[src/design/gb_io_pkg.sv]
`default_nettype none

package gb_io_pkg;

	// --------------------
	// widths with a meaning
	typedef logic [15:0] addr_t;      // cpu address
	typedef logic [7:0]  byte_t;      // data byte
	typedef logic [4:0]  irq_bits_t;  // bit 0 vblank .. bit 4 joypad
	typedef logic [2:0]  wram_bank_t; // svbk bank number
	typedef logic [14:0] wram_addr_t; // physical wram address, 8 banks of 4k
	typedef logic [6:0]  hram_addr_t; // zero page offset

	// --------------------
	// decoded cpu cycle, strobes already active high
	typedef struct packed {
		addr_t addr;
		byte_t wdata;
		logic  rd;
		logic  wr;
		logic  ack; // iorq and m1 together
	} cpu_req_t;

	// one-hot target of the current cycle
	typedef struct packed {
		logic joy;
		logic sb;
		logic sc;
		logic if_reg;
		logic ie;
		logic wram_bank;
		logic wram;
		logic hram;
		logic unmapped;
		logic ack_vec;
	} io_sel_t;

	// --------------------
	// register map
	localparam addr_t ADDR_JOY  = 16'hFF00; // P1
	localparam addr_t ADDR_SB   = 16'hFF01; // serial data
	localparam addr_t ADDR_SC   = 16'hFF02; // serial control
	localparam addr_t ADDR_IF   = 16'hFF0F;
	localparam addr_t ADDR_SVBK = 16'hFF70; // colour mode only
	localparam addr_t ADDR_IE   = 16'hFFFF;

	localparam byte_t IRQ_VECTOR_BASE = 8'h40; // vblank, then +8 per source
	localparam byte_t IRQ_VECTOR_NONE = 8'h55; // ack with nothing pending
	localparam byte_t OPEN_BUS        = 8'hFF;

endpackage

`default_nettype wire

[src/design/gb_joypad.sv]
`timescale 1ns/1ns
`default_nettype none

module gb_joypad
	import gb_io_pkg::*;
(
	input  wire           clk_cpu,
	input  wire           reset_r,
	input  wire cpu_req_t req,
	input  wire io_sel_t  sel,
	input  wire [3:0]     joy_din,
	output logic [1:0]    joy_p54,
	output byte_t         joy_rdata,
	output logic          joy_irq
);

	logic [3:0] joy_s1; // first sync stage
	logic [3:0] joy_s2; // second sync stage, older

	// P1 readback, bits 7:6 float high
	assign joy_rdata = {2'b11, joy_p54, joy_din};

	always_ff @(posedge clk_cpu) begin
		if (reset_r) begin
			joy_p54 <= 2'b11; // no row selected
			joy_s1  <= '1;    // lines idle high, no edge out of reset
			joy_s2  <= '1;
			joy_irq <= 1'b0;
		end else begin
			if (req.wr && sel.joy)
				joy_p54 <= req.wdata[5:4];
			joy_s1  <= joy_din;
			joy_s2  <= joy_s1;
			joy_irq <= |(joy_s2 & ~joy_s1); // any line 1 -> 0
		end
	end

endmodule

`default_nettype wire

[config.mk]
export PLATFORM = sky130hd
export DESIGN_NAME = gb_joypad
export DESIGN_NICKNAME = d
export VERILOG_FILES = /design/src/design/gb_io_pkg.sv /design/src/design/gb_joypad.sv
export SDC_FILE = /design/constraint.sdc
export NUM_CORES = 1
export LEC_CHECK = 0
export ABC_CLOCK_PERIOD_IN_PS = 2100
export BUFFER_PORTS_ARGS = -buffer_cell sky130_fd_sc_hd__buf_2
export CAP_MARGIN = 5
export CORE_AREA = 8 8 45 47
export CTS_BUF_LIST = sky130_fd_sc_hd__clkbuf_8
export CTS_CLUSTER_DIAMETER = 80
export DETAILED_ROUTE_END_ITERATION = 10
export DIE_AREA = 0 0 53 55
export PLACE_DENSITY = 0.87
export RECOVER_POWER = 25
export SETUP_SLACK_MARGIN = 0.02
export SLEW_MARGIN = 20
export SYNTH_ARGS = -nofsm -noshare
export SYNTH_HDL_FRONTEND = slang
export SYNTH_SLANG_ARGS = --single-unit
[constraint.sdc]
create_clock -name clk_cpu -period 2.1 [get_ports clk_cpu]
set_clock_uncertainty 0.2 [all_clocks]
set_input_delay 0.525 -clock clk_cpu [delete_from_list [all_inputs] [get_ports clk_cpu]]
set_output_delay 0.525 -clock clk_cpu [all_outputs]
set_load 0.01 [all_outputs]
# Yosys cells after proc, flatten, opt, wreduce, memory -nomap -nowiden

Index checks and enable logic that the tools add are counted.

Multiplexer cells: 0
$mul: 0
Eq/ne operators: 0
Divide/modulo/power cells: 0
$add $sub $neg: 0
$lt $le $gt $ge: 0
Reductions and logical operators: 2
Shift operators: 0
Bitwise gates (word level): 2

Operators with widths:

| operator          | count |
|---|---|
| $and 4x4->4       | 1 |
| $not 4->4         | 1 |
| $reduce_or 4->1   | 1 |
| $logic_and 1x1->1 | 1 |

Memory bits (writable): 0
Memory bits (read-only): 0
Memories: 0
Bits in latches: 0
Input bits: 43
Register bits after elaboration: 11

# Longest topological paths before layout

Depth after elaboration: 3
Gate-level depth with buffers: 2
Depth with buffers taken out: 2

# Least setup slack after synthesis

Ideal clock, no wire load.

Path kind: input to output
Start: in joy_din[0]
End: out joy_rdata[0]
Stages: 1
Setup slack: 0.731 ns
Arrival: 0.644 ns
Path buffers: 1
Cell sequence: buf_4

RTL lines:

| element     | line            | RTL |
|---|---|---|
| from (decl) | gb_joypad.sv:11 | `input wire [3:0] joy_din,` |
| to (decl)   | gb_joypad.sv:13 | `output byte_t joy_rdata,` |

No word-level cell between the ends.

# Worst setup path after layout

Start: in joy_din[0]
End: out joy_rdata[0]

No word-level cell between the ends.

==> impl_metrics.json <==
{
  "cp_num_buf_inv": 2,
  "finalWorstPathRequiredPeriod_ns": 1.479,
  "cts_max_level": 1,
  "final_antenna_net_count": 0,
  "avgRoutedWirePerCell_microns": 10.19,
  "layout_cells_sized_above_1_pct": 52.83,
  "coreArea_sq_mm": 0.001384,
  "timing.hold.ws_ns": 0.2295,
  "total_vias_in_the_final_route": 287,
  "grt_pass1_wl_microns": 1179,
  "power.density_mw_per_mm2": 935.3,
  "synth.yosys.seq_area_share_pct": 53.33,
  "layout_commonest_cell": "buf_2",
  "worst_skew_pair_later_pin_latency_ns": 0.23,
  "die_area_sq_mm": 0.002915,
  "worstPathRequired_ns": 1.37,
  "tritoncts.num_buffers": 3,
  "gp_congestion": 0.6016,
  "grt_antenna_before_repair": 0,
  "cts_hold_repair.buffers": 0,
  "grt_max_degree": 12,
  "most-common-layout-cells": "17 x buf_2, 11 x dfxtp_1, 8 x or2_2, 4 x nand2b_1, 3 x clkbuf_8",
  "synthDistinctLibCells": 10,
  "cpLargestDelayFamily": "buffers and inverters",
  "final.fill_count": 145,
  "cts_setup_buffers": 0,
  "syn2layout_area_growth_pct": 20.91,
  "ratio_of_routed_vias_to_standard_cells": 4.159,
  "cap_viol_max_count": 0,
  "fin_setup_tns_ns": 0,
  "hpwlAfterDp_microns": 583.6,
  "drtPass1Iterations": 2,
  "track_usage_pct": 6.031,
  "synth.ff_latch_count": 11,
  "max-vdd-ir-drop_uv": 280.9,
  "clk_path_buf_depth": 2,
  "critical_path_peak_fanout": 2,
  "syn-instance-count": 39,
  "placement.io_buffers": 18,
  "ioPinCount": 54,
  "grt_remaining_overflow": 0,
  "cpPeakStageDelay_ns": 0.13,
  "post_cts_resize_count": 0,
  "fp.dieW_microns": 53,
  "die_h_microns": 55,
  "critPathMostFrequentCell": "buf_2",
  "period_share_pct": 70.45,
  "finalWirelength_microns": 703,
  "report.final.hold_viol_count": 0,
  "syn_area_sq_um": 412.9,
  "grt_setup_unrepaired": "false",
  "total_leakage_power_nw": 0.2354,
  "vias_in_the_first_global_route": 301,
  "path_clk_slew_ns": 0.05,
  "endpoint_kind": "primary output",
  "ctsRootBufferMaster": "clkbuf_8",
  "yosysWarningCount": 0,
  "path_class": "in -> out",
  "critical_path.startpoint_type": "input port",
  "timing.critical_path.slowest_stage_cell": "buf_2",
  "finish.net_count": 97,
  "finalMaxSlewViolations": 0,
  "worst_hold_path_type": "reg -> reg",
  "fmax_mhz": 675.9,
  "n_antenna_cell": 0,
  "setup_violations": 0,
  "first_iter_violations": 4,
  "drc": 0,
  "syn_avg_cell_area_sq_um": 10.59,
  "arrival_ns": 0.75,
  "rows": 14,
  "cts_tree": "done",
  "final_util_pct": 36.08,
  "clock_sink_count": 11,
  "initial_core_util_pct": 29.84,
  "run_status": "finished clean",
  "timing.critical_path.cells": "buf_2 > buf_2",
  "fin_total_pwr_mw": 0.4669
}
## power breakdown
part	switching, mW	internal (mW)	leakage [nW]	total (mW)
clock	0.0719	0.128	0.0269	0.200
combinational	0.0200	0.0223	0.117	0.0424
sequential	0.00412	0.221	0.0914	0.225
## stage by stage
step                      instances  worst slack, ns  instance area, sq um
after floorplan                  40           0.7309                 416.7
after global placement           65           0.6174                 455.4
after detailed placement         65           0.6171                 455.4
after CTS                        69           0.6169                 500.5
after global routing             69           0.6083                 499.2
final                            69           0.6206                 499.2
## path summary, 6_finish.rpt
check | start | endpoint | slack, ns | cells past startpoint
worst min register to register | joy_s1[3]$_SDFF_PP1_ | joy_s2[3]$_SDFF_PP1_ | 0.23 | 1
worst min-delay path | joy_s1[3]$_SDFF_PP1_ | joy_s2[3]$_SDFF_PP1_ | 0.23 | 1
worst max register to register | joy_s1[2]$_SDFF_PP1_ | joy_irq$_SDFF_PP0_ | 1.18 | 2
worst max-delay path | joy_din[0] | joy_rdata[0] | 0.62 | 2
## routing by layer
| layer | part of all wire, % | track usage (%) | vias up |
|---|---|---|---|
| li1 | - | - | 141 |
| met1 | 37 | 4.908 | 129 |
| met2 | 48 | 8.789 | 14 |
| met3 | 10 | 4.011 | 3 |
| met4 | 4.1 | 7.759 | 0 |
| met5 | 0 | 0 | - |
## synth_stat cells
master / number / share of area, %
a211o_1: 2 / 4.2
a41oi_1: 1 / 2.1
and3_1: 2 / 3.0
buf_4: 8 / 15
buf_6: 1 / 2.7
conb_1: 1 / 0.91
dfxtp_1: 11 / 53
nand2_1: 1 / 0.91
nand2b_1: 4 / 6.1
or2_2: 8 / 12
## state kept, by name (all words and copies together), names as in the netlist
register / count
joy_s1: 4
joy_irq: 1
joy_p54: 2
joy_s2: 4
## area by class of cell
class	count	area [sq um]	share of cell area (%)
flip-flops and latches	11	220.2	44.11
repair buffers	18	88.84	17.79
well taps	16	20.02	4.010
clock buffers	3	41.29	8.271
multi-input cells	20	125.1	25.06
clock inverters	1	3.754	0.7519
## cell families after synthesis
group / after synthesis / share of synthesized area, %
compound gates: 3 / 6.365
buf+inv: 9 / 17.27
flops: 11 / 53.33
other cells: 1 / 0.9082
simple gates: 15 / 22.12
Power figures use the tool's default switching activity.
