[src/design/gb_io_pkg.sv]
`default_nettype none

package gb_io_pkg;

	// --------------------
	// widths with a meaning
	typedef logic [15:0] addr_t;      // cpu address
	typedef logic [7:0]  byte_t;      // data byte
	typedef logic [4:0]  irq_bits_t;  // bit 0 vblank .. bit 4 joypad
	typedef logic [2:0]  wram_bank_t; // svbk bank number
	typedef logic [14:0] wram_addr_t; // physical wram address, 8 banks of 4k
	typedef logic [6:0]  hram_addr_t; // zero page offset

	// --------------------
	// decoded cpu cycle, strobes already active high
	typedef struct packed {
		addr_t addr;
		byte_t wdata;
		logic  rd;
		logic  wr;
		logic  ack; // iorq and m1 together
	} cpu_req_t;

	// one-hot target of the current cycle
	typedef struct packed {
		logic joy;
		logic sb;
		logic sc;
		logic if_reg;
		logic ie;
		logic wram_bank;
		logic wram;
		logic hram;
		logic unmapped;
		logic ack_vec;
	} io_sel_t;

	// --------------------
	// register map
	localparam addr_t ADDR_JOY  = 16'hFF00; // P1
	localparam addr_t ADDR_SB   = 16'hFF01; // serial data
	localparam addr_t ADDR_SC   = 16'hFF02; // serial control
	localparam addr_t ADDR_IF   = 16'hFF0F;
	localparam addr_t ADDR_SVBK = 16'hFF70; // colour mode only
	localparam addr_t ADDR_IE   = 16'hFFFF;

	localparam byte_t IRQ_VECTOR_BASE = 8'h40; // vblank, then +8 per source
	localparam byte_t IRQ_VECTOR_NONE = 8'h55; // ack with nothing pending
	localparam byte_t OPEN_BUS        = 8'hFF;

endpackage

`default_nettype wire

[src/design/gb_read_mux.sv]
`timescale 1ns/1ns
`default_nettype none

module gb_read_mux
	import gb_io_pkg::*;
(
	input  wire cpu_req_t   req,
	input  wire io_sel_t    sel,
	input  wire             is_gbc,
	input  wire irq_bits_t  if_reg,
	input  wire irq_bits_t  ie,
	input  wire byte_t      vector,
	input  wire byte_t      joy_rdata,
	input  wire byte_t      sc_rdata,
	input  wire byte_t      sb_rdata,
	input  wire byte_t      wram_rdata,
	input  wire byte_t      hram_rdata,
	input  wire wram_bank_t wram_bank,
	output byte_t           cpu_di
);

	// --------------------
	// read data select
	always_comb begin
		cpu_di = OPEN_BUS;
		if (sel.ack_vec)
			cpu_di = vector; // rst address for the cpu
		else if (!req.rd)
			cpu_di = OPEN_BUS; // idle bus floats high
		else if (sel.if_reg)
			cpu_di = {3'b111, if_reg};
		else if (sel.ie)
			cpu_di = {3'b111, ie};
		else if (sel.wram_bank && is_gbc)
			cpu_di = {5'b11111, wram_bank};
		else if (sel.joy)
			cpu_di = joy_rdata;
		else if (sel.sb)
			cpu_di = sb_rdata;
		else if (sel.sc)
			cpu_di = sc_rdata;
		else if (sel.wram)
			cpu_di = wram_rdata; // one cycle behind the address
		else if (sel.hram)
			cpu_di = hram_rdata; // same
		else if (sel.unmapped)
			cpu_di = OPEN_BUS;
	end

endmodule

`default_nettype wire

[config.mk]
export PLATFORM = sky130hd
export DESIGN_NAME = gb_read_mux
export DESIGN_NICKNAME = d
export VERILOG_FILES = /design/src/design/gb_io_pkg.sv /design/src/design/gb_read_mux.sv
export SDC_FILE = /design/constraint.sdc
export NUM_CORES = 1
export LEC_CHECK = 0
export BUFFER_PORTS_ARGS = -buffer_cell sky130_fd_sc_hd__buf_2
export CAP_MARGIN = 5
export CORE_MARGIN = 1.5
export CORE_UTILIZATION = 33
export DETAILED_ROUTE_END_ITERATION = 12
export GPL_TIMING_DRIVEN = 0
export PLACE_DENSITY = 0.95
export SYNTH_ARGS = -nofsm -noshare
export SYNTH_HDL_FRONTEND = slang
export SYNTH_SLANG_ARGS = --single-unit
[constraint.sdc]
create_clock -name vclk -period 1.3
set_input_delay 0.065 -clock vclk [all_inputs]
set_output_delay 0.065 -clock vclk [all_outputs]
set_load 0.01 [all_outputs]
**After elaboration in Yosys (flattened, before gate mapping)**

Index checks and enable logic that the tools add are counted.
W data, S select, Z words.

- Logic and storage cells: 11
- Register bits: 0
- Input port bits: 99
- Bits in read-only memories: 0
- Memory bits (writable): 0
- Memories: 0
- Bits in latches: 0
- Output and inout port bits: 8

- Multiplexer cells: 10
- Div/mod/pow operators: 0
- Multiply operators: 0
- Order comparisons: 0
- Equality and inequality tests: 0
- Shift-type cells: 0
- Bitwise operators: 0
- Reductions and logical operators: 1
- $add $sub $neg: 0

Operators by type and width:

| operator | number |
|---|---|
| $mux W8 | 10 |
| $logic_and A1 B1 Y1 | 1 |

**Logic depth before layout (Yosys ltp)**

- Depth after elaboration: 10
- Gate-level depth with buffers: 5
- Depth with buffers taken out: 4

**Worst setup path after synthesis**

OpenSTA, ideal clock, no wires.

- Path kind: input -> output
- From: input sel[7] (netlist bit)
- To: output cpu_di[5]
- Stages: 5
- Required time: 1.235 ns
- Setup slack: 0.283 ns
- Data arrival time: 0.952 ns
- Path buffers: 1
- Cell sequence: buf_6 clkinv_2 o221ai_1 a221o_1 a32oi_1

- Word-level cells in the longest chain between the ends: 8

RTL lines:

| what | line | text |
|---|---|---|
| from (decl) | gb_read_mux.sv:8 | `input wire io_sel_t sel,` |
| $mux W8 | gb_read_mux.sv:40 | `else if (sel.sc)` |
| $mux W8 | gb_read_mux.sv:38 | `else if (sel.sb)` |
| $mux W8 | gb_read_mux.sv:36 | `else if (sel.joy)` |
| $mux W8 | gb_read_mux.sv:34 | `else if (sel.wram_bank && is_gbc)` |
| $mux W8 | gb_read_mux.sv:32 | `else if (sel.ie)` |
| $mux W8 | gb_read_mux.sv:30 | `else if (sel.if_reg)` |
| $mux W8 | gb_read_mux.sv:28 | `else if (!req.rd)` |
| $mux W8 | gb_read_mux.sv:26 | `if (sel.ack_vec)` |
| to (decl) | gb_read_mux.sv:19 | `output byte_t cpu_di` |

Every way passes these cells.

**Worst setup path after layout**

- From: input sel[4] (netlist bit)
- To: output cpu_di[1]

- Word-level cells in the longest chain between the ends: 6

RTL lines:

| what | line |
|---|---|
| $logic_and A1 B1 Y1 | gb_read_mux.sv:34 |
| $mux W8 | gb_read_mux.sv:34 |
| $mux W8 | gb_read_mux.sv:32 |
| $mux W8 | gb_read_mux.sv:30 |
| $mux W8 | gb_read_mux.sv:28 |
| $mux W8 | gb_read_mux.sv:26 |

Every way passes these cells.

==> out/qor.yml <==
layout:
  areaGrowthSynthToFinish_pct: 61.2
  nets: 282
  clock_buffers: 0
  n_sequential_cell: 0
  ff_latch_area_um2: 0
  layout_common_cells: "78 x buf_2, 12 x nand2_1, 11 x o21ai_0"
  drive_gt1_frac: 0.564
  postLayoutCoreUtil: 0.567
  final_common_cell: "buf_2"
  diodes: 0
sta:
  max_freq_mhz: 815
  maxSlewHeadroom: 0.801
  hold_slack_ns: 0.445
  hold_viol_final: 0
  tightestPinTransition_ns: 0.298
  setup_viol: 0
  maxSlewViolCount: 0
  layout_min_cycle_time_ns: 1.23
  period_share: 0.944
critical_path:
  cp-start-kind: "input port"
  path_common_cell: "buf_2"
  cp.required_ns: 1.24
  worst-path-max-fanout: 6
  endpoint_kind: "output pin"
  slowest_delay_ns: 0.30
  crit_family: "compound AO/OA/AOI/OAI gates"
  cp_cell_sequence: "buf_2 > and2_1 > buf_6 > a221oi_2 > o21ai_1 > a211o_1 > buf_2"
  cp.arrival_ns: 1.16
  crit_buf_inv: 3
  slowest_stage: "a211o_1"
  worstSetupPathType: "in2out"
floorplanning:
  rows: 16
  ioPinCount: 107
  fp.coreArea_mm2: 0.00198
  die_x_um: 49.0
  die_h_um: 49.0
  die_area_mm2: 0.00240
  start_util: 0.352
synthesis:
  synth.distinct_cells: 35
  synth_nets: 204
  netlist_area_um2: 697
  synthCells: 105
  syn_avg_cell_area_um2: 6.64
  yosysSeqAreaShare: 0
  yosys_warnings: 0
routing:
  vias_per_cell: 5.22
  wirelength_um: 2510
  drtAntennaViolNets: 0
  drc: 0
  wl_per_cell_um: 12.0
  first_iter_violations: 24
  dr.pass1.iters: 4
  vias: 1085
power_and_ir_drop:
  p_per_area_mw_per_mm2: 313
  ir_worst_vdd_v: 0.000142
  p_leak_nw: 0.560
job:
  maxCapViolCount: 0
worst_hold_path:
  hold_class: "in2out"
grt:
  track_usage: 0.194
  grt_pass1_vias: 910
  grt_max_degree: 11
  grt_pass1_wl_um: 3840
  grt-ovfl-total: 0
  antenna_found_initial: 0
placed_design:
  portBuffers: 76
  hpwl_um: 2230
  gp_congestion: 0.769
clock_tree:
  post_cts_buffers: 0
status:
  outcome: "finished, final reports clean"
[per-stage QoR]
step / power [mW] / setup slack (ns) / setup TNS [ns] / instance area (µm²) / instances
after floorplan: 0.186 / 0.283 / 0 / 697 / 105
after global placement: 0.342 / 0.0680 / 0 / 1110 / 208
after detailed placement: 0.347 / 0.0551 / 0 / 1110 / 208
after CTS: 0.348 / 0.0542 / 0 / 1110 / 208
after global routing: 0.388 / -0.00390 / -0.00390 / 1120 / 208
final: 0.352 / 0.0727 / 0 / 1120 / 208
[logic make-up (layout without fill, tap and decap cells)]
family | Yosys count | count (layout) | share of synthesized area
AOI/OAI and AO/OA | 58 | 58 | 0.610
buffers and inverters | 19 | 95 | 0.151
and+or+nand+nor | 28 | 28 | 0.239
[power by group]
| group | internal [mW] | switching, mW | leakage (nW) |
|---|---|---|---|
| Clock | 0 | 0 | 0 |
| Combinational | 0.180 | 0.171 | 0.560 |
| Sequential | 0 | 0 | 0 |
| Total | 0.180 | 0.171 | 0.560 |
[worst paths after layout]
| path | cells after the start | from | slack [ns] | to |
|---|---|---|---|---|
| setup / recovery | 7 | sel[4] | 0.07 | cpu_di[1] |
| hold / removal | 4 | vector[5] | 0.45 | cpu_di[5] |
[synth_stat cells (3+ instances only)]
library cell | number | area (µm²)
a21oi_1 | 10 | 50.1
a221oi_2 | 3 | 45.0
buf_2 | 3 | 15.0
buf_6 | 3 | 33.8
inv_1 | 6 | 22.5
inv_2 | 3 | 11.3
nand2_1 | 12 | 45.0
nor2_1 | 6 | 22.5
o21ai_0 | 11 | 55.1
o221ai_1 | 5 | 43.8
o22ai_1 | 7 | 43.8
[final cells by class]
| class | instances | area (µm²) |
|---|---|---|
| fillers | 203 | 858 |
| multi-input cells | 86 | 598 |
| repair buffers | 76 | 380 |
| plain buffers | 7 | 62.6 |
| inverters | 12 | 48.8 |
| well taps | 27 | 33.8 |
[routing by layer]
metal | GRT usage | wire length (µm) | share of wire | up-vias
met1 | 0.244 | 1000 | 0.40 | 470
met5 | 0 | 0 | 0 | -
met3 | 0.0337 | 228 | 0.091 | 0
met4 | 0 | 0 | 0 | 0
met2 | 0.363 | 1270 | 0.51 | 56
li1 | - | - | - | 559
[timing repair]
item / 4_1_cts / 5_1_grt
setup endpoints to repair: 0 / 6
resized for setup: 0 / 6
hold buffers: 0 / 0
(Power assumes the default switching activity.)
