### config.mk
export PLATFORM = sky130hd
export DESIGN_NAME = gb_bus_decode
export DESIGN_NICKNAME = d
export VERILOG_FILES = /design/src/design/gb_io_pkg.sv /design/src/design/gb_bus_decode.sv
export SDC_FILE = /design/constraint.sdc
export NUM_CORES = 1
export LEC_CHECK = 0
export ABC_AREA = 1
export BUFFER_PORTS_ARGS = -buffer_cell sky130_fd_sc_hd__buf_2
export CAP_MARGIN = 25
export CORE_MARGIN = 2
export CORE_UTILIZATION = 32
export DETAILED_ROUTE_END_ITERATION = 12
export GPL_TIMING_DRIVEN = 0
export PLACE_DENSITY = 0.87
export SLEW_MARGIN = 15
export SYNTH_ARGS = -nofsm -noshare
export SYNTH_HDL_FRONTEND = slang
export SYNTH_SLANG_ARGS = --single-unit
### constraint.sdc
create_clock -name clk_cpu -period 3.4 [get_ports clk_cpu]
set_clock_uncertainty 0.15 [all_clocks]
set_input_delay 0.68 -clock clk_cpu [delete_from_list [all_inputs] [get_ports clk_cpu]]
set_output_delay 0.68 -clock clk_cpu [all_outputs]
set_load 0.05 [all_outputs]
### src/design/gb_io_pkg.sv
`default_nettype none

package gb_io_pkg;

	// --------------------
	// widths with a meaning
	typedef logic [15:0] addr_t;      // cpu address
	typedef logic [7:0]  byte_t;      // data byte
	typedef logic [4:0]  irq_bits_t;  // bit 0 vblank .. bit 4 joypad
	typedef logic [2:0]  wram_bank_t; // svbk bank number
	typedef logic [14:0] wram_addr_t; // physical wram address, 8 banks of 4k
	typedef logic [6:0]  hram_addr_t; // zero page offset

	// --------------------
	// decoded cpu cycle, strobes already active high
	typedef struct packed {
		addr_t addr;
		byte_t wdata;
		logic  rd;
		logic  wr;
		logic  ack; // iorq and m1 together
	} cpu_req_t;

	// one-hot target of the current cycle
	typedef struct packed {
		logic joy;
		logic sb;
		logic sc;
		logic if_reg;
		logic ie;
		logic wram_bank;
		logic wram;
		logic hram;
		logic unmapped;
		logic ack_vec;
	} io_sel_t;

	// --------------------
	// register map
	localparam addr_t ADDR_JOY  = 16'hFF00; // P1
	localparam addr_t ADDR_SB   = 16'hFF01; // serial data
	localparam addr_t ADDR_SC   = 16'hFF02; // serial control
	localparam addr_t ADDR_IF   = 16'hFF0F;
	localparam addr_t ADDR_SVBK = 16'hFF70; // colour mode only
	localparam addr_t ADDR_IE   = 16'hFFFF;

	localparam byte_t IRQ_VECTOR_BASE = 8'h40; // vblank, then +8 per source
	localparam byte_t IRQ_VECTOR_NONE = 8'h55; // ack with nothing pending
	localparam byte_t OPEN_BUS        = 8'hFF;

endpackage

`default_nettype wire

### src/design/gb_bus_decode.sv
`timescale 1ns/1ns
`default_nettype none

module gb_bus_decode
	import gb_io_pkg::*;
(
	input  wire        clk_cpu,
	input  wire        reset_r,
	input  wire addr_t cpu_addr,
	input  wire byte_t cpu_do,
	input  wire        cpu_rd_n,
	input  wire        cpu_wr_n,
	input  wire        cpu_iorq_n,
	input  wire        cpu_m1_n,
	input  wire        is_gbc,
	output cpu_req_t   req,
	output io_sel_t    sel
);

	logic gbc_mode; // mode input retimed onto clk_cpu

	always_ff @(posedge clk_cpu) begin
		if (reset_r) begin
			gbc_mode <= 1'b0;
		end else begin
			gbc_mode <= is_gbc;
		end
	end

	// --------------------
	// strobes, all active high from here on
	always_comb begin
		req.addr  = cpu_addr;
		req.wdata = cpu_do;
		req.rd    = ~cpu_rd_n;
		req.wr    = ~cpu_wr_n;
		req.ack   = ~cpu_iorq_n & ~cpu_m1_n; // irq acknowledge cycle
	end

	// --------------------
	// address decode, exactly one select set
	always_comb begin
		sel = '0;
		if (req.ack)
			sel.ack_vec = 1'b1; // address is don't care here
		else if (cpu_addr == ADDR_JOY)
			sel.joy = 1'b1;
		else if (cpu_addr == ADDR_SB)
			sel.sb = 1'b1;
		else if (cpu_addr == ADDR_SC)
			sel.sc = 1'b1;
		else if (cpu_addr == ADDR_IF)
			sel.if_reg = 1'b1;
		else if (cpu_addr == ADDR_IE)
			sel.ie = 1'b1;
		else if (cpu_addr == ADDR_SVBK) begin
			sel.wram_bank = gbc_mode;  // svbk only exists on colour hw
			sel.unmapped  = ~gbc_mode;
		end else if (cpu_addr[15:14] == 2'b11 && !(&cpu_addr[13:9]))
			sel.wram = 1'b1; // c000-fdff incl. echo
		else if (cpu_addr[15:7] == 9'h1FF)
			sel.hram = 1'b1; // ff80-fffe, ffff caught above
		else
			sel.unmapped = 1'b1;
	end

endmodule

`default_nettype wire

**Yosys cells after proc, flatten, opt, wreduce, memory -nomap -nowiden**

Cells that the tools add are included.

- Add/sub/neg operators: 0
- $mul: 0
- Divide/modulo/power cells: 0
- Order comparisons: 0
- Equal/unequal tests: 8
- Shifts and indexed selects: 0
- Multiplexer cells: 19
- Bitwise logic cells: 6
- Reductions and logical operators: 3

Operators by type and width:

| operator | count |
|---|---|
| 16-bit equality test, second input constant | 6 |
| 1-bit two-way mux | 11 |
| 9-bit equality test, second input constant | 1 |
| 9-bit two-way mux | 1 |
| 8-bit two-way mux | 1 |
| 7-bit two-way mux | 1 |
| 6-bit two-way mux | 1 |
| 5-bit two-way mux | 1 |
| 1-bit NOT | 5 |
| 5-bit AND reduction | 1 |
| 2-bit two-way mux | 2 |
| 4-bit two-way mux | 1 |
| 2-bit equality test, second input constant | 1 |
| 1-bit bitwise AND | 1 |
| 1-bit logical AND | 1 |
| 1-bit logical NOT | 1 |

- Flip-flop bits (word level): 1
- Bits in latches: 0
- Bits in writable memories: 0
- ROM bits: 0
- Bits of input ports: 31
- Output and inout port bits: 37
- Logic and storage cells: 37
- Memories kept: 0

**Depth between registers and ports, before layout**

- Word-level depth: 11
- Mapped depth: 7
- Depth with buffers taken out: 7

**Worst setup path before layout**

OpenSTA, ideal clock, no wires.

- Path type: input to output
- From: input port cpu_m1_n
- To: output port sel[9] (netlist bit)
- Data arrival time: 2.535 ns
- Required time: 2.570 ns
- Slack: 0.035 ns
- Stages: 2
- Path buffers: 0
- Cell sequence: nor2_1 nor4_1

RTL lines:

| item | line | text |
|---|---|---|
| from (decl) | gb_bus_decode.sv:14 | `input wire cpu_m1_n,` |
| to (decl) | gb_bus_decode.sv:17 | `output io_sel_t sel` |

==> impl_metrics.json <==
{
  "outcome": "finished, final reports clean",
  "synth_nets": 116,
  "whs_ps": 686,
  "ys_seq_elements": 1,
  "layout_commonest_cell": "buf_2",
  "drt_first_pass_iters": 2,
  "finalPower_uw": 154,
  "final_nets": 177,
  "cp_max_fo": 6,
  "fin_cells": 160,
  "min_period_ps": 2590,
  "synthCells": 85,
  "post-place-cells": 160,
  "place_area_sq_um": 807,
  "drt_wl_total_microns": 1460,
  "synth_area_sq_um": 492,
  "tns_ps": 0,
  "slew_violations": 0,
  "seqPwrFrac": 0.084,
  "setup_viol": 0,
  "p_per_area_mw_per_mm2": 190,
  "drt.antenna.violating_nets": 0,
  "setup_slack_ps": 810,
  "grt_overflow": 0,
  "p_int_uw": 57.2,
  "grt_pass1_wl_microns": 2190,
  "hpwl_microns": 1350,
  "share_comb_of_total_power": 0.916,
  "postCtsSetupBuffers": 0,
  "area_growth_pct": 64.1,
  "crit_path_end_kind": "output port",
  "first_iter_violations": 6,
  "place_ws_ps": 798,
  "maxSlewHeadroom": 0.715,
  "fmax_ghz": 0.386,
  "fin_crit_sh": 0.762,
  "viasPerCell": 4.30,
  "largest_reg_flops": 1,
  "antenna_found_initial": 0,
  "hold_viol": 0,
  "rsz0062_at_grt": "false",
  "criticalPathCategory": "in2out",
  "post_cts_resized": 0,
  "core_area_sq_mm": 0.00147,
  "tightest_slew_ps": 426,
  "layout-drive-gt1-share": 0.667,
  "grt_max_degree": 7,
  "p_switching_uw": 96.6,
  "die_w_microns": 43.2,
  "synth.yosys.seq_area_share": 0.0407,
  "num-fill-cells": 152,
  "die_y_microns": 43.2,
  "yosys_warnings": 0,
  "synth_cell_types": 18,
  "p_leak_nw": 0.520,
  "grt_pass1_vias": 588,
  "cp-start-kind": "input pin",
  "cp.required_ps": 2570,
  "io_buffers": 59,
  "regMostFlops": "gbc_mode",
  "pin_count": 68,
  "clk_pin_slew_ps": 0,
  "start_util": 0.334,
  "cts-hold-fix-buffers": 0,
  "dieArea_sq_mm": 0.00187,
  "swShare": 0.628,
  "most-common-layout-cells": "buf_2, buf_4, nor2_1, nand2_1, inv_1",
  "antennaDiodeCount": 0,
  "fin_util": 0.548,
  "syn_avg_cell_area_sq_um": 5.78,
  "maxCapViolCount": 0,
  "p_clk_frac": 0,
  "gp_congestion": 0.800,
  "design_area_sq_um": 807,
  "ir_drop_uv": 126,
  "grt_use_total": 0.144,
  "cp_data_arrival_time_ps": 1760,
  "vias": 688,
  "top_regs": "gbc_mode: 1 flops",
  "hp-class": "in2reg",
  "drcViolationCount": 0,
  "rows": 14,
  "wl_per_cell_microns": 9.12
}
==> path summary, 6_finish.rpt <==
kind / start / cells after the start / slack [ps] / end
setup / recovery: cpu_addr[10] / 9 / 810 / sel[4]
hold / removal: reset_r / 2 / 690 / gbc_mode
==> per-layer routing <==
layer / GRT usage / share of wire
met1: 0.139 / 0.33
met2: 0.307 / 0.58
met3: 0.0128 / 0.082
met4: 0.0364 / 0.014
met5: 0 / 0
==> power groups by stage <==
stage                     clock (mW)  sequential, mW  combinational [mW]
after floorplan                    0          0.0127               0.106
after global placement             0          0.0128               0.139
after detailed placement           0          0.0129               0.141
after CTS                          0          0.0129               0.141
after global routing               0          0.0128               0.148
final                              0          0.0129               0.141
==> critical path: stages <==
cell,delay [ps]
buf_2,100
nand2_1,70
nor2_2,40
nand2_1,120
inv_2,100
a21oi_4,170
nand3_2,120
nor2_1,100
buf_2,260
==> layout make-up <==
cell class                 instances  area (sq um)  area share
timing repair buffer              59           295       0.366
multi-input combinational         51           254       0.315
buffer                            25           188       0.233
inverter                           8          30.0      0.0372
sequential                         1          20.0      0.0248
tap                               16          20.0      0.0248
==> synth_stat cells <==
| library cell | n | area, sq um |
|---|---|---|
| nand2_1 | 16 | 60.1 |
| o21ai_2 | 1 | 8.76 |
| o21ai_1 | 1 | 5.00 |
| nand3_2 | 1 | 10.0 |
| nand4_1 | 1 | 6.26 |
| nand3_1 | 4 | 20.0 |
| buf_4 | 25 | 188 |
| nand2_4 | 1 | 11.3 |
| nor2_1 | 17 | 63.8 |
| nand2_2 | 1 | 6.26 |
| nor2_2 | 4 | 25.0 |
| dfxtp_1 | 1 | 20.0 |
| nor4_1 | 1 | 6.26 |
| a21oi_4 | 1 | 16.3 |
| inv_2 | 2 | 7.51 |
| nor3_2 | 1 | 10.0 |
| nor3_1 | 1 | 5.00 |
| inv_1 | 6 | 22.5 |
==> cell families (layout without fill, tap and decap cells) <==
kind of cell / Yosys count / count (layout) / share of synthesized area
AOI/OAI and AO/OA: 3 / 3 / 0.0611
buffers and inverters: 33 / 92 / 0.443
DFF: 1 / 1 / 0.0407
and+or+nand+nor: 48 / 48 / 0.455
Power figures use the tool's default switching activity.
