==> src/design/gb_io_pkg.sv <==
`default_nettype none

package gb_io_pkg;

	// --------------------
	// widths with a meaning
	typedef logic [15:0] addr_t;      // cpu address
	typedef logic [7:0]  byte_t;      // data byte
	typedef logic [4:0]  irq_bits_t;  // bit 0 vblank .. bit 4 joypad
	typedef logic [2:0]  wram_bank_t; // svbk bank number
	typedef logic [14:0] wram_addr_t; // physical wram address, 8 banks of 4k
	typedef logic [6:0]  hram_addr_t; // zero page offset

	// --------------------
	// decoded cpu cycle, strobes already active high
	typedef struct packed {
		addr_t addr;
		byte_t wdata;
		logic  rd;
		logic  wr;
		logic  ack; // iorq and m1 together
	} cpu_req_t;

	// one-hot target of the current cycle
	typedef struct packed {
		logic joy;
		logic sb;
		logic sc;
		logic if_reg;
		logic ie;
		logic wram_bank;
		logic wram;
		logic hram;
		logic unmapped;
		logic ack_vec;
	} io_sel_t;

	// --------------------
	// register map
	localparam addr_t ADDR_JOY  = 16'hFF00; // P1
	localparam addr_t ADDR_SB   = 16'hFF01; // serial data
	localparam addr_t ADDR_SC   = 16'hFF02; // serial control
	localparam addr_t ADDR_IF   = 16'hFF0F;
	localparam addr_t ADDR_SVBK = 16'hFF70; // colour mode only
	localparam addr_t ADDR_IE   = 16'hFFFF;

	localparam byte_t IRQ_VECTOR_BASE = 8'h40; // vblank, then +8 per source
	localparam byte_t IRQ_VECTOR_NONE = 8'h55; // ack with nothing pending
	localparam byte_t OPEN_BUS        = 8'hFF;

endpackage

`default_nettype wire

==> src/design/gb_serial_unlinked.sv <==
`timescale 1ns/1ns
`default_nettype none

module gb_serial_unlinked
	import gb_io_pkg::*;
#(
	parameter int SERIAL_DIV_BITS = 9 // 512 cycles per bit
) (
	input  wire           clk_cpu,
	input  wire           reset_r,
	input  wire cpu_req_t req,
	input  wire io_sel_t  sel,
	output byte_t         sc_rdata,
	output byte_t         sb_rdata,
	output logic          serial_irq
);

	logic                       sc_start;   // SC bit 7, transfer running
	logic                       sc_int_clk; // SC bit 0, internal clock
	logic [SERIAL_DIV_BITS-1:0] div_q;      // bit period divider
	logic [3:0]                 bit_cnt;    // bits left
	logic                       sc_wr;

	assign sc_wr    = req.wr && sel.sc;
	assign sc_rdata = {sc_start, 6'b111111, sc_int_clk};
	assign sb_rdata = OPEN_BUS; // nothing on the far end, ones shift in

	// --------------------
	// transfer engine
	always_ff @(posedge clk_cpu) begin
		serial_irq <= 1'b0; // single cycle pulse
		if (reset_r) begin
			sc_start   <= 1'b0;
			sc_int_clk <= 1'b0;
			div_q      <= '0;
			bit_cnt    <= '0;
		end else if (sc_wr) begin
			sc_start   <= req.wdata[7];
			sc_int_clk <= req.wdata[0];
			if (req.wdata[7]) begin // kick off a new byte
				div_q   <= '1;
				bit_cnt <= 4'd8;
			end
		end else if (sc_start && sc_int_clk) begin
			div_q <= div_q - SERIAL_DIV_BITS'(1);
			if (div_q == '0 && bit_cnt != 4'd0)
				bit_cnt <= bit_cnt - 4'd1; // one bit period done
			if (bit_cnt == 4'd0) begin
				serial_irq <= 1'b1;
				sc_start   <= 1'b0; // transfer complete
			end
		end
		// external clock selected: waits forever, no partner
	end

endmodule

`default_nettype wire

==> config.mk <==
export PLATFORM = sky130hd
export DESIGN_NAME = gb_serial_unlinked
export DESIGN_NICKNAME = d
export VERILOG_FILES = /design/src/design/gb_io_pkg.sv /design/src/design/gb_serial_unlinked.sv
export SDC_FILE = /design/constraint.sdc
export NUM_CORES = 1
export LEC_CHECK = 0
export ABC_AREA = 1
export BUFFER_PORTS_ARGS = -buffer_cell sky130_fd_sc_hd__buf_2
export CAP_MARGIN = 40
export CORE_UTILIZATION = 43
export DETAILED_ROUTE_END_ITERATION = 7
export PLACE_DENSITY = 0.83
export SLEW_MARGIN = 5
export SYNTH_ARGS = -nofsm -noshare
export SYNTH_HDL_FRONTEND = slang
export SYNTH_SLANG_ARGS = --single-unit
export TNS_END_PERCENT = 1
==> constraint.sdc <==
create_clock -name clk_cpu -period 1.6 [get_ports clk_cpu]
set_input_delay 0.32 -clock clk_cpu [delete_from_list [all_inputs] [get_ports clk_cpu]]
set_output_delay 0.32 -clock clk_cpu [all_outputs]
set_load 0.01 [all_outputs]
[After elaboration in Yosys (flattened, before gate mapping)]
Index checks and enable logic that the tools add are counted.
Operators by class
  muxes and demuxes: 11
  bitwise operators: 1
  reduce and logical (&&, ||, !) cells: 13
  equality and inequality tests: 1
  add/subtract/negate cells: 2
Operators by type and width (count)
  9-bit two-way mux: 3
  4-bit two-way mux: 4
  9-bit zero test: 1
  9-bit by 1-bit subtractor with 9-bit output (second input constant): 1
  2-bit nonzero test: 3
  4-bit zero test: 1
  1-bit two-way mux: 4
  2-bit AND reduction: 2
  4-bit nonzero test: 1
  4-bit by 1-bit subtractor with 4-bit output (second input constant): 1
  1-bit logical AND: 3
  3-bit AND reduction: 1
  3-bit OR reduction: 1
  2-bit inequality test (second input constant): 1
  1-bit inverter: 1
Storage, ports and cells
  input port bits: 39
  output and inout bits: 17
  bits in registers: 16

[Longest topological paths before layout]
Gate-level depths: netlist of run 1.
  word-level depth: 5
  mapped depth: 10

[Least setup slack after synthesis of run 1]
Ideal clock, no wire load.
  path type: flip-flop to flip-flop
  start point: reg bit_cnt[0]
  end point: reg bit_cnt[2]
  cell stages (with the launch flop): 7
  path buffers: 0
  setup slack: 395 ps
  period minus slack after synthesis: 1205 ps
  library setup time: 68 ps
  arrival: 1137 ps
  data required time: 1532 ps
  cells stage by stage: dfxtp_1 inv_1 ha_1 or2_2 a21oi_1 nand2_1 a21oi_2
On the way
  cells in the longest elaborated chain, start to end: 4
  elaborated cells on any way between the ends: 8
RTL lines
  start: declaration: line gb_serial_unlinked.sv:21  | logic [3:0] bit_cnt;
  start signal: assignment: line gb_serial_unlinked.sv:47  | bit_cnt <= bit_cnt - 4'd1;
  4-bit by 1-bit subtractor with 4-bit output or 4-bit nonzero test (tied branches): line gb_serial_unlinked.sv:47, gb_serial_unlinked.sv:46
  4-bit two-way mux or 1-bit logical AND (tied branches): line gb_serial_unlinked.sv:46  | if (div_q == '0 && bit_cnt != 4'd0)
  4-bit two-way mux or 2-bit nonzero test (tied branches)
  4-bit two-way mux or 3-bit AND reduction (tied branches)
Several ways; a longest one is shown, not always the timed one. The select of a mux whose other input is x is not followed.
A chain may end at the register's enable or synchronous reset.

[Worst setup path after layout of run 1]
Ends and elaborated chain as after synthesis.

==> run metrics, run 1 <==
CTS tree=built; FFs w/ async S/R, synth=0%; DR pass1 iterations=4; Switching Fraction=29.9%; Clock Sinks=16; post-route cell area=1030 um2; EDFF count, synth=0; DRC viols=0; critical path, cell by cell=inv_1 > ha_1 > or2_2 > a21oi_1 > nand2_1 > a21oi_2; PostCTS Resize Cnt=0; Int Pwr=0.613 mW; Overall Global Routing Usage=15.3%; Synth Flop Type=dfxtp_1; reg2reg start=bit_cnt[0]; reg2reg path depth=6; Fin. Hold Viols=0; H-tree levels=1; Sequential Area=320 um2; Yosys top cell by area=dfxtp_1; R2R Path End=bit_cnt[2]; post-synth top area share=31.7%; Die Wd=50.5 um; Worst EP arrival=1.57 ns; Avg Cell Area, Syn=7.54 um2; Post-DP Area=993 um2; crit start category=flop; Clk pwr share=30.3%; Combinational Power Share=19.4%; DR iter-0 viols=19; CORE AREA=2210 um2; largest net degree at the start of global routing=14; Post-Syn Instances=134; Max Clock Skew=0.00101 ns; fin nets=183; initial antenna violation count=0; count of different cell masters after synthesis=29; #FFs+latches synth=16; RSZ-0062 raised after global routing=false; IO Pins=56; hold path depth=3; DR WL/cell=10.7 um; placed cells=164; post-DP HPWL=1.41 mm; Congestion Overflow GR=0; CTS Buf Count=3; critical path fanouts, max=5; Die Area=2550 um2; Final ANT Viol Nets=0; die boundary height=50.5 um; max-cap violations=0; Largest stage delay, worst path=0.33 ns; diode count=0; Slowest cell on crit path=dfxtp_1; Clock Latency Late Sink=0.28 ns; most frequent cell after synthesis=nand2_1; Multi-input gate area=532 um2; Placer Congestion=0.739; Required @ worst endpoint=1.83 ns; Synth Cell Area=1010 um2; post-DR vias/cell=4.90; Filler cells=228; vias in the first global route=753; Slew Viols, Final=0; clk slew on worst S/H paths=0.09 ns; peak supply drop=0.000354 V; R2R Setup Slk=0.25 ns; Root Buffer=clkbuf_4; port bufs=8; clock tree buffer depth=2; min-delay src=req[3]; first-pass GRT wire length=2.90 mm; fin cells=168; Max Freq=742 MHz; share of cells above drive strength 1=20.7%; Vias=824; setup TNS=0 ns; Worst Hold Endpoint=sc_int_clk; CTS Hold Buffers Added=0; WS Path Type=reg2reg; ranking of synthesized cells by area=dfxtp_1 (32%), buf_4 (12%), nand2_1 (7.8%); Synth Warn #=0; sequential-to-total area share from yosys stat=31.7%; Post-synth top cells=nand2_1 (21), buf_4 (16), dfxtp_1 (16), inv_1 (16), a21oi_1 (10); CP Capture Type=flop; final setup vio count=0; Initial Util=45.6%; Flop pwr share=50.3%; Post-Route WL=1.80 mm; Final Cycle Share=84.2%; Leak=0.491 nW; placement row count=17; min cycle time layout=1.35 ns; area growth from synthesis to layout=1.98%; PwrDens=849 nW/um2; status=finished clean; Post-CTS Setup Repair Bufs=0; Net Sw Power=0.261 mW; Hold Path Class=in2reg
cell usage in the layout (no fill, tap or decap), types with 3 or more instances in the layout:
cell	n
o21ai_0	3
conb_1	14
nand2_1	21
nand2_2	4
nand4_1	4
nand3_1	8
clkbuf_4	3
inv_1	16
ha_1	3
nor2_1	9
nand2_4	3
buf_2	8
dfxtp_1	16
a21oi_1	10
final cells by class:
| type | instances | area share [%] |
|---|---|---|
| clock buffer | 4 | 3.52 |
| inverter | 17 | 6.44 |
| multi-input combinational | 95 | 51.6 |
| sequential | 16 | 31.1 |
| tap | 28 | 3.40 |
| timing repair buffer | 8 | 3.89 |
logic make-up after synthesis:
family | after synthesis | synth area share, %
AND/OR/NAND/NOR | 58 | 31.7
buffers and inverters | 36 | 20.4
AO/OA/AOI/OAI | 18 | 10.3
flip-flops | 16 | 31.7
adder cells (fa/ha/maj) | 3 | 3.72
XOR/XNOR | 2 | 1.74
other | 1 | 0.371
sequential cells by signal (all words and copies together) (netlist names):
register    flops
bit_cnt         4
sc_start        1
sc_int_clk      1
div_q           9
serial_irq      1
power groups by stage:
stage               combinational [mW]  clock (mW)  sequential (mW)
floorplan                        0.167           0            0.444
global placement                 0.160           0            0.446
detailed placement               0.169           0            0.449
CTS                              0.170       0.274            0.440
global route                     0.189       0.294            0.442
finish                           0.170       0.265            0.440
through the flow:
stage	power (mW)	setup WS, ns	util (%)	hold slack [ns]
floorplan	0.611	0.395	-	0.398
global placement	0.606	0.310	44.9	0.414
detailed placement	0.618	0.265	44.9	0.420
CTS	0.883	0.252	46.5	0.267
global route	0.925	0.149	46.5	0.266
finish	0.874	0.252	46.5	0.274
worst max-delay path by stage:
stage / start / to / slack [ns] / cells after the start
5_1_grt: bit_cnt[0] / bit_cnt[2] / 0.15 / 6
3_3_place_gp: req[1] / div_q[4] / 0.31 / 8
6_report: bit_cnt[0] / bit_cnt[2] / 0.25 / 6
4_1_cts: bit_cnt[0] / bit_cnt[2] / 0.25 / 6
3_5_place_dp: req[1] / div_q[4] / 0.26 / 8
2_1_floorplan: bit_cnt[0] / bit_cnt[2] / 0.39 / 6
critical path, delay by kind of cell (launching register included):
kind,cells,cell delay (ns)
AND/OR/NAND/NOR,2,0.38
adder cells (fa/ha/maj),1,0.23
AO/OA/AOI/OAI,2,0.25
buffers and inverters,1,0.09
flip-flops,1,0.33
routing by layer:
metal  vias up  global-route usage, %  wire length (um)  part of all wire [%]
li1        410                      -                 -                     -
met1       383                   13.4               697                    39
met2        25                   30.2               993                    55
met3         6                   2.12                63                   3.5
met4         0                   12.0                45                   2.5
met5         -                      0                 0                     0
Note: power is estimated with default switching activity, not from simulation.
==> run 2: changes to the inputs <==
- clock period: 1.6 -> 1.3 ns (I/O delays scaled with it)
==> run 2 against run 1 <==
Effect of this change:
- critical path depth is 2 higher
- sequential power is 23% higher
- global-route usage is 0.87 points lower
- routed wire length is 4.7% higher
- fmax is 8.8% higher
- setup slack worse by 0.19 ns
- clock skew hardly changed
- utilization is 3.8 points higher
- register-to-register slack worse by 0.19 ns
- die area stayed put
- design area is 8.1% higher
- critical path type unchanged
- largest cell class unchanged
- largest power group unchanged
==> run metrics, run 2 (synthesis results as in run 1) <==
Leak=0.521 nW (+6.3%); Overall Global Routing Usage=14.4% (-0.87 points); R2R Setup Slk=0.06 ns (-0.19 ns); clock tree buffer depth=2 (unchanged); final setup vio count=0 (unchanged); share of cells above drive strength 1=34.3% (+14 points); Fin. Hold Viols=0 (unchanged); Required @ worst endpoint=1.53 ns (-0.30 ns); diode count=0 (unchanged); WS Path Type=reg2reg; met2 Usage GRT=24.7% (-5.6 points); Post-CTS Setup Repair Bufs=0 (unchanged); final setup margin=0.0617 ns (-0.191 ns); Fin Hold WS=0.212 ns (-0.0615 ns); post-DR vias/cell=4.73 (-3.7%); most common cell after layout, fill and taps aside=nand2_1; Initial Util=45.6% (unchanged); Placer Congestion=0.739 (about the same); DR iter-0 viols=25 (+6); R2R Path End=bit_cnt[2]; CORE AREA=2210 um2 (unchanged); DR WL/cell=11.0 um (+2.9%); Congestion Overflow GR=0 (unchanged); PwrDens=1010 nW/um2 (+18%); register name with the most flops=div_q; Top Registers=div_q: 9 flops, bit_cnt: 4 flops; Worst Hold Endpoint=sc_int_clk; first-pass GRT wire length=2.80 mm (-3.3%); fin cells=171 (+1.8%); hold path depth=3 (unchanged); Die Area=2550 um2 (unchanged); Slew Viols, Final=0 (unchanged); clk slew on worst S/H paths=0.09 ns (about the same); DR pass1 iterations=4 (unchanged); critical path fanouts, max=5 (unchanged); reg2reg path depth=8 (+2); GR Util met1=16.6% (+3.2 points); Clock Sinks=16 (unchanged); area growth from synthesis to layout=10.3%; Final ANT Viol Nets=0 (unchanged); peak supply drop=0.000447 V (+26%); final core utilization=50.3% (+3.8 points); Vias=808 (-1.9%); Final Cycle Share=95.3% (+11 points); placed cells=167 (+1.8%); most frequent cells in the layout=nand2_1 (19), conb_1 (14), inv_1 (12), dfxtp_1 (10), a21oi_1 (9); largest net degree at the start of global routing=14 (unchanged); max-cap violations=0 (unchanged); placement row count=17 (unchanged); Max Freq=808 MHz (+8.8%); met3 usage in global routing=1.82% (-0.30 points); min-delay src=req[3]; Hold Path Class=in2reg; Worst EP arrival=1.46 ns (-0.11 ns); Clock Latency Late Sink=0.28 ns (about the same); fin nets=186 (+1.6%); CTS tree=built; DRC viols=0 (unchanged); crit start category=flop; Max Clock Skew=0.000673 ns (-0.000337 ns); status=finished clean; min cycle time layout=1.24 ns (-0.109 ns); CP Capture Type=flop; Die Wd=50.5 um (unchanged); Root Buffer=clkbuf_4; post-DP HPWL=1.39 mm (-2.0%); port bufs=8 (unchanged); die boundary height=50.5 um (unchanged); CTS Buf Count=3 (unchanged); GRT busiest layer=met2; IO Pins=56 (unchanged); H-tree levels=1 (unchanged); number of flip-flops in the largest register=9 (unchanged); Place WS=-0.00210 ns (-0.267 ns); initial antenna violation count=0 (unchanged); vias in the first global route=691 (-8.2%); Post-Route WL=1.88 mm (+4.7%); reg2reg start=div_q[0]
run 2: cell types whose count changed in the layout (fill, tap and decap cells not counted), moves of 3 or more:
cell,before,now
inv_1,16,12
dfxtp_1,16,10
inv_2,0,3
dfxtp_2,0,6
buf_4,0,3
run 2: how the worst max path moves through the flow:
stage	from	endpoint	slack, ns	cells after the start
global placement	bit_cnt[0]	bit_cnt[2]	0.05	6
global route	div_q[0]	bit_cnt[2]	-0.003	8
CTS	div_q[0]	bit_cnt[2]	0.005	8
detailed placement	div_q[0]	bit_cnt[2]	-0.002	8
floorplan	bit_cnt[0]	bit_cnt[2]	0.09	6
finish	div_q[0]	bit_cnt[2]	0.06	8
run 2: worst max-delay path, stage by stage, from the launching register on:
cell and delay [ns]:
dfxtp_2 0.35, inv_2 0.08, ha_4 0.15, nand2_4 0.06
nor2_4 0.14, nand3_4 0.12, nand2_4 0.10, nand2_2 0.06
a21oi_2 0.13
run 2: power breakdown:
part / internal, mW / total (mW) / switching, mW
clock network: 0.171 / 0.327 / 0.156
registers: 0.518 / 0.543 / 0.0254
logic: 0.0912 / 0.250 / 0.159
run 2: area by class of cell:
| class | instances | area (um2) |
|---|---|---|
| inverter | 17 | 68.8 |
| sequential | 16 | 328 |
| timing repair buffer | 11 | 62.6 |
| tap | 28 | 35.0 |
| multi-input combinational | 95 | 583 |
| fill | 210 | 1100 |
| clock buffer | 4 | 36.3 |
run 2: what timing repair did:
action | in CTS | in global routing
pin swaps | 2 | 6
gates cloned | 0 | 0
endpoints found under the setup margin | 1 | 7
hold buffers | 0 | 0
gates resized for setup | 2 | 21
run 2: stage by stage:
| step | area (um2) | power, mW | setup TNS [ns] |
|---|---|---|---|
| floorplan | 1060 | 0.752 | 0 |
| global placement | 1020 | 0.761 | 0 |
| detailed placement | 1020 | 0.774 | -0.00210 |
| CTS | 1060 | 1.10 | 0 |
| global route | 1110 | 1.18 | -0.00314 |
| finish | 1110 | 1.12 | 0 |
run 2: per-layer routing:
layer	part of all wire [%]	up-vias	wire length (um)
met4	3.1	0	59
met1	44	362	829
li1	-	417	-
met5	0	-	0
met2	50	23	949
met3	2.4	6	46
